File: config.mk
export PLATFORM = sky130hd
export DESIGN_NAME = icache
export DESIGN_NICKNAME = d
export VERILOG_FILES = /design/src/mem_pkg.sv /design/src/icache.sv
export SDC_FILE = /design/constraint.sdc
export NUM_CORES = 2
export LEC_CHECK = 0
export BUFFER_PORTS_ARGS = -buffer_cell sky130_fd_sc_hd__buf_2
export CORE_MARGIN = 8
export CORE_UTILIZATION = 65
export DETAILED_ROUTE_END_ITERATION = 8
export GPL_ROUTABILITY_DRIVEN = 0
export GPL_TIMING_DRIVEN = 0
export PLACE_DENSITY_LB_ADDON = 0.3
export SLEW_MARGIN = 10
export SYNTH_ARGS = -nofsm -noshare
export SYNTH_HDL_FRONTEND = slang
export SYNTH_SLANG_ARGS = --single-unit
File: constraint.sdc
create_clock -name clk -period 19.55 [get_ports clk]
set_clock_uncertainty 0.05 [all_clocks]
set_input_delay 0.9775 -clock clk [delete_from_list [all_inputs] [get_ports clk]]
set_output_delay 0.9775 -clock clk [all_outputs]
set_load 0.005 [all_outputs]
File: src/mem_pkg.sv
package mem_pkg;

  // Widths with a meaning of their own
  typedef logic [31:0]  addr_t;      // Byte address
  typedef logic [31:0]  data_t;
  typedef logic [31:0]  instr_t;
  typedef logic [3:0]   sel_byte_t;  // One enable per byte lane
  typedef logic [127:0] line_t;      // Four words, word 0 in the low bits

  // Boot region decode on the upper address half
  localparam int unsigned BMEM_SEL_ADDR_HIGH = 31;
  localparam int unsigned BMEM_SEL_ADDR_LOW  = 16;
  localparam logic [15:0] BMEM_ADDR_MATCH    = 16'h0001;

  typedef struct packed {
    addr_t addr;
    logic  req;
  } if2icache_s;

  typedef struct packed {
    instr_t instr;
    logic   ack;
  } icache2if_s;

  // MMU page walk reads
  typedef struct packed {
    addr_t paddr;
    logic  r_req;
  } mmu2dmem_s;

  typedef struct packed {
    data_t r_data;
    logic  r_valid;
  } dmem2mmu_s;

  typedef struct packed {
    addr_t     addr;
    data_t     w_data;
    sel_byte_t sel_byte;
    logic      w_en;
    logic      stb;
    logic      cyc;
  } dbus2peri_s;

  typedef struct packed {
    data_t r_data;
    logic  ack;
  } peri2dbus_s;

  // Line refill between cache and main memory
  typedef struct packed {
    addr_t addr;   // Line aligned
    logic  req;
  } icache2imem_s;

  typedef struct packed {
    line_t line;
    logic  ack;
  } imem2icache_s;

endpackage

File: src/icache.sv
`timescale 1ns/1ps

module icache #(
  parameter int unsigned ICACHE_LINES = 16
) (
  input  logic                  clk,
  input  logic                  arst_n_i,
  input  mem_pkg::if2icache_s   if2icache_i,
  output mem_pkg::icache2if_s   icache2if_o,
  input  mem_pkg::imem2icache_s imem2icache_i,
  output mem_pkg::icache2imem_s icache2imem_o,
  input  logic                  imem_sel_i
);

  localparam int unsigned IDX_W = $clog2(ICACHE_LINES);
  localparam int unsigned TAG_W = 28 - IDX_W;  // Above index and 16 byte offset

  typedef enum logic [1:0] {
    IDLE,
    LOOKUP,
    REFILL,
    RESPOND
  } state_e;

  state_e            state_q;
  state_e            state_d;
  logic [TAG_W-1:0]  tag_arr [ICACHE_LINES];
  mem_pkg::line_t    line_arr [ICACHE_LINES];
  logic [ICACHE_LINES-1:0] valid_q;
  logic [IDX_W-1:0]  idx;
  logic [TAG_W-1:0]  tag;
  logic [1:0]        word_off;
  logic              hit;
  mem_pkg::line_t    sel_line;

  assign idx      = if2icache_i.addr[IDX_W+3:4];
  assign tag      = if2icache_i.addr[31:IDX_W+4];
  assign word_off = if2icache_i.addr[3:2];
  assign hit      = valid_q[idx] & (tag_arr[idx] == tag);
  assign sel_line = line_arr[idx];

  always_comb begin
    state_d = state_q;
    case (state_q)
      IDLE: begin
        if (imem_sel_i && if2icache_i.req) state_d = LOOKUP;
      end
      LOOKUP: begin
        if (!imem_sel_i || hit) state_d = IDLE;  // Hit answers in this cycle
        else state_d = REFILL;
      end
      REFILL: begin
        if (imem2icache_i.ack) state_d = RESPOND;
      end
      RESPOND: state_d = IDLE;
      default: state_d = IDLE;
    endcase
  end

  always_ff @(posedge clk or negedge arst_n_i) begin
    if (!arst_n_i) begin
      state_q <= IDLE;
      valid_q <= '0;  // All lines start invalid
    end else begin
      state_q <= state_d;
      if (state_q == REFILL && imem2icache_i.ack) valid_q[idx] <= 1'b1;
    end
  end

  // Fill the line and tag together on refill ack
  always_ff @(posedge clk) begin
    if (state_q == REFILL && imem2icache_i.ack) begin
      line_arr[idx] <= imem2icache_i.line;
      tag_arr[idx]  <= tag;
    end
  end

  assign icache2imem_o.addr = {if2icache_i.addr[31:4], 4'b0000};
  assign icache2imem_o.req  = (state_q == REFILL);

  // Word select by bits 3:2 of the held fetch address
  assign icache2if_o.instr = sel_line[{word_off, 5'b00000} +: 32];
  assign icache2if_o.ack   = (state_q == LOOKUP && imem_sel_i && hit) || (state_q == RESPOND);

endmodule

==> impl_metrics.py <==
metrics = {
    "power": {
        "total_power_w": 0.0111,
        "seqPwrFrac": 0.529,
        "p_comb_frac": 0.065,
        "pwr-share-clk": 0.406,
        "peakVddDrop_mv": 0.104,
        "p_leak_nw": 34.6,
        "powerDensity_nw_per_um2": 103,
        "p_int_w": 0.00865,
        "switchingPower_w": 0.00245,
        "swShare": 0.221,
    },
    "logic_synthesis": {
        "async_reset_ff_frac": 0.00735,
        "ys_types": 57,
        "synth_seq_area_share": 0.785,
        "yosysTopAreaCellShare": 0.780,
        "synth-edff-count": 2432,
        "yosys-top-cells-area": "edfxtp_1, mux4_2, mux2i_1",
        "ys_ff_latch": 2450,
        "netlist_area_um2": 93700,
        "yosysTopAreaCell": "edfxtp_1",
        "postSynthAreaPerCell_um2": 25.3,
        "ys_warn_count": 0,
        "ys.flop_type": "edfxtp_1",
        "synthCells": 3705,
    },
    "worst_setup_path": {
        "crit_type": "in2out",
        "cpMostUsedCell": "buf_2",
        "timing.rr.end": "line_arr[0][8]",
        "startpoint_type": "input pin",
        "cp_top_family": "buffers and inverters",
        "end_kind": "output port",
        "cp_max_fo": 10,
        "cpPeakStageDelay_ps": 1060,
        "crit_path_start": "if2icache_i[6]",
        "critPathBufInv": 6,
        "cp.arrival_ps": 5910,
        "critical-path-slowest-cell": "buf_1",
        "path_cells": "buf_2 > buf_2 > buf_2 > clkbuf_1 > buf_1 > mux4_2 > mux4_2 > mux4_2 > buf_2",
        "cp.required_ps": 18520,
        "crit_cells": 9,
        "r2r_slack_ps": 15330,
        "endpoint": "icache2if_o[2]",
        "worstRegToRegCells": 10,
    },
    "timing": {
        "max_freq_mhz": 144,
        "post-route-period-util": 0.355,
        "hold_slack_ps": 349,
        "totalNegativeSetupSlack_ps": 0,
        "finalSetupViolCount": 0,
        "slew-limit-headroom": 0.0134,
        "rsz0062_at_grt": "no",
        "worstMarginPinSlew_ps": 1480,
        "drv_slew": 0,
        "fin_crit_ps": 6940,
        "hold_violations": 0,
    },
    "clock_tree": {
        "clk_pin_slew_worst_paths_ps": 70,
        "htree_levels": 4,
        "clock_sinks": 2450,
        "clockBufferDepth": 3,
        "cts_tree": "yes",
        "cts_buffers": 226,
        "worstSkewPairLatency_ps": 860,
        "postCtsSetupRepairBufs": 0,
        "ctsRootBufferMaster": "clkbuf_16",
    },
    "routing": {
        "drt_iter0_markers": 8500,
        "firstDrtPassIters": 6,
        "antenna_left": 0,
        "drt-wirelength-per-cell_um": 43.5,
        "route.final.wire_length_um": 283000,
        "vias": 48900,
        "drc": 0,
        "routed_via_density": 7.50,
    },
    "floorplan": {
        "die-area_um2": 156000,
        "rows": 139,
        "io_pins": 231,
        "coreArea_um2": 143000,
        "initial_core_util": 0.654,
        "die_h_um": 396,
        "die_x_um": 396,
    },
    "layout": {
        "final_area_um2": 108000,
        "drive_gt1_frac": 0.368,
        "final_core_util": 0.755,
        "fin_nets": 4525,
        "syn_to_final_growth_pct": 15.5,
    },
    "global_routing": {
        "grt_max_degree": 24,
        "grt-ovfl-total": 0,
        "grt_first_pass_wirelength_um": 387000,
        "antenna_found_initial": 74,
        "grt_pass1_vias": 49100,
        "grt_util_all_layers": 0.360,
    },
    "placed_design": {
        "post-dp-hpwl_um": 165000,
        "placed_cell_area_um2": 101000,
        "io_buffers": 221,
    },
    "run": {
        "maxCapViolations": 0,
    },
    "run_status": {
        "status": "complete, no violations",
    },
    "hold_path": {
        "hp-class": "in2reg",
    },
}
## state kept, by name, summed over array words and instances (netlist names), named ones only
register / count
valid_q: 16
tag_arr: 384
line_arr: 2048
state_q: 1
## worst min-delay path: cells and delay by family
family	cells	cell delay (ps)
buf+inv	1	90
simple gates	1	90
compound gates	1	60
## cells in the mapped netlist (4+ instances only)
cell type  number
mux2_2          9
mux4_2        753
nor2_1         25
clkbuf_1       47
dfrtp_1        18
edfxtp_1     2432
a22oi_1        11
inv_1           8
buf_6           7
or2_2          16
buf_2          70
nand2_1        29
a221oi_1        4
buf_4          42
xnor2_1        16
buf_1          51
mux2i_1        72
nor3_1          6
a21oi_1         7
nor2b_1         5
xor2_1         13
## cells by family (layout without fill, tap and decap cells)
family                 Yosys count  in the layout  synth area share
flip-flops                    2450           2450             0.785
multiplexers                   834            834             0.190
buffers and inverters          228           1074            0.0123
AND/OR/NAND/NOR                103            103           0.00541
AO/OA/AOI/OAI                   60             60           0.00517
XOR/XNOR                        29             29           0.00271
other                            1             65         0.0000400
## metal layers
metal / wire [um] / vias up / global-route usage
met5: 107 / - / 0.000923
met4: 22400 / 18 / 0.236
met3: 40500 / 1103 / 0.108
met2: 135000 / 5111 / 0.560
met1: 85400 / 25100 / 0.444
li1: - / 17500 / -
## how the worst min path moves through the flow
stage	depth (start not counted)	end	start
3_3_place_gp	1	valid_q[6]	valid_q[6]
3_5_place_dp	1	valid_q[0]	valid_q[0]
6_report	3	state_q[0]	imem2icache_i[0]
2_1_floorplan	1	valid_q[10]	valid_q[10]
5_1_grt	3	state_q[0]	imem2icache_i[0]
4_1_cts	3	state_q[0]	imem2icache_i[0]
## metrics by stage
step | setup slack [ps] | cells
floorplan | 6220 | 3708
global placement | -8590 | 5832
detailed placement | 12880 | 6034
CTS | 12750 | 6457
global route | 12680 | 6488
finish | 12610 | 6518
## power by group through the flow
stage               logic, W  clock network, W  registers [W]
floorplan           0.000347                 0        0.00600
global placement    0.000624                 0        0.00602
detailed placement  0.000675                 0        0.00598
CTS                 0.000702           0.00450        0.00588
global route        0.000727           0.00468        0.00588
finish              0.000718           0.00451        0.00588
## final cells by class
class                      instances  area [um2]
sequential                      2450       73500
fill                            6940       35200
multi-input combinational       1030       19200
clock buffer                     283        5990
timing repair buffer             424        4390
tap                             1903        2380
clock inverter                   139        1430
buffer                           217        1130
antenna                           61         153
inverter                          11        41.3
## repair_timing
action / in CTS / in global routing
hold endpoints to repair: 18 / 0
hold buffers: 1 / 0
gates resized for setup: 0 / 0
## cell usage in the layout, fill, tap and decap left out, types with 48 or more instances in the layout
master / count
buf_12: 72
buf_2: 291
buf_4: 106
clkbuf_1: 92
clkbuf_16: 231
clkinv_1: 48
diode_2: 61
edfxtp_1: 2432
mux2i_1: 72
mux4_2: 753
Note: power is estimated with default switching activity, not from simulation.
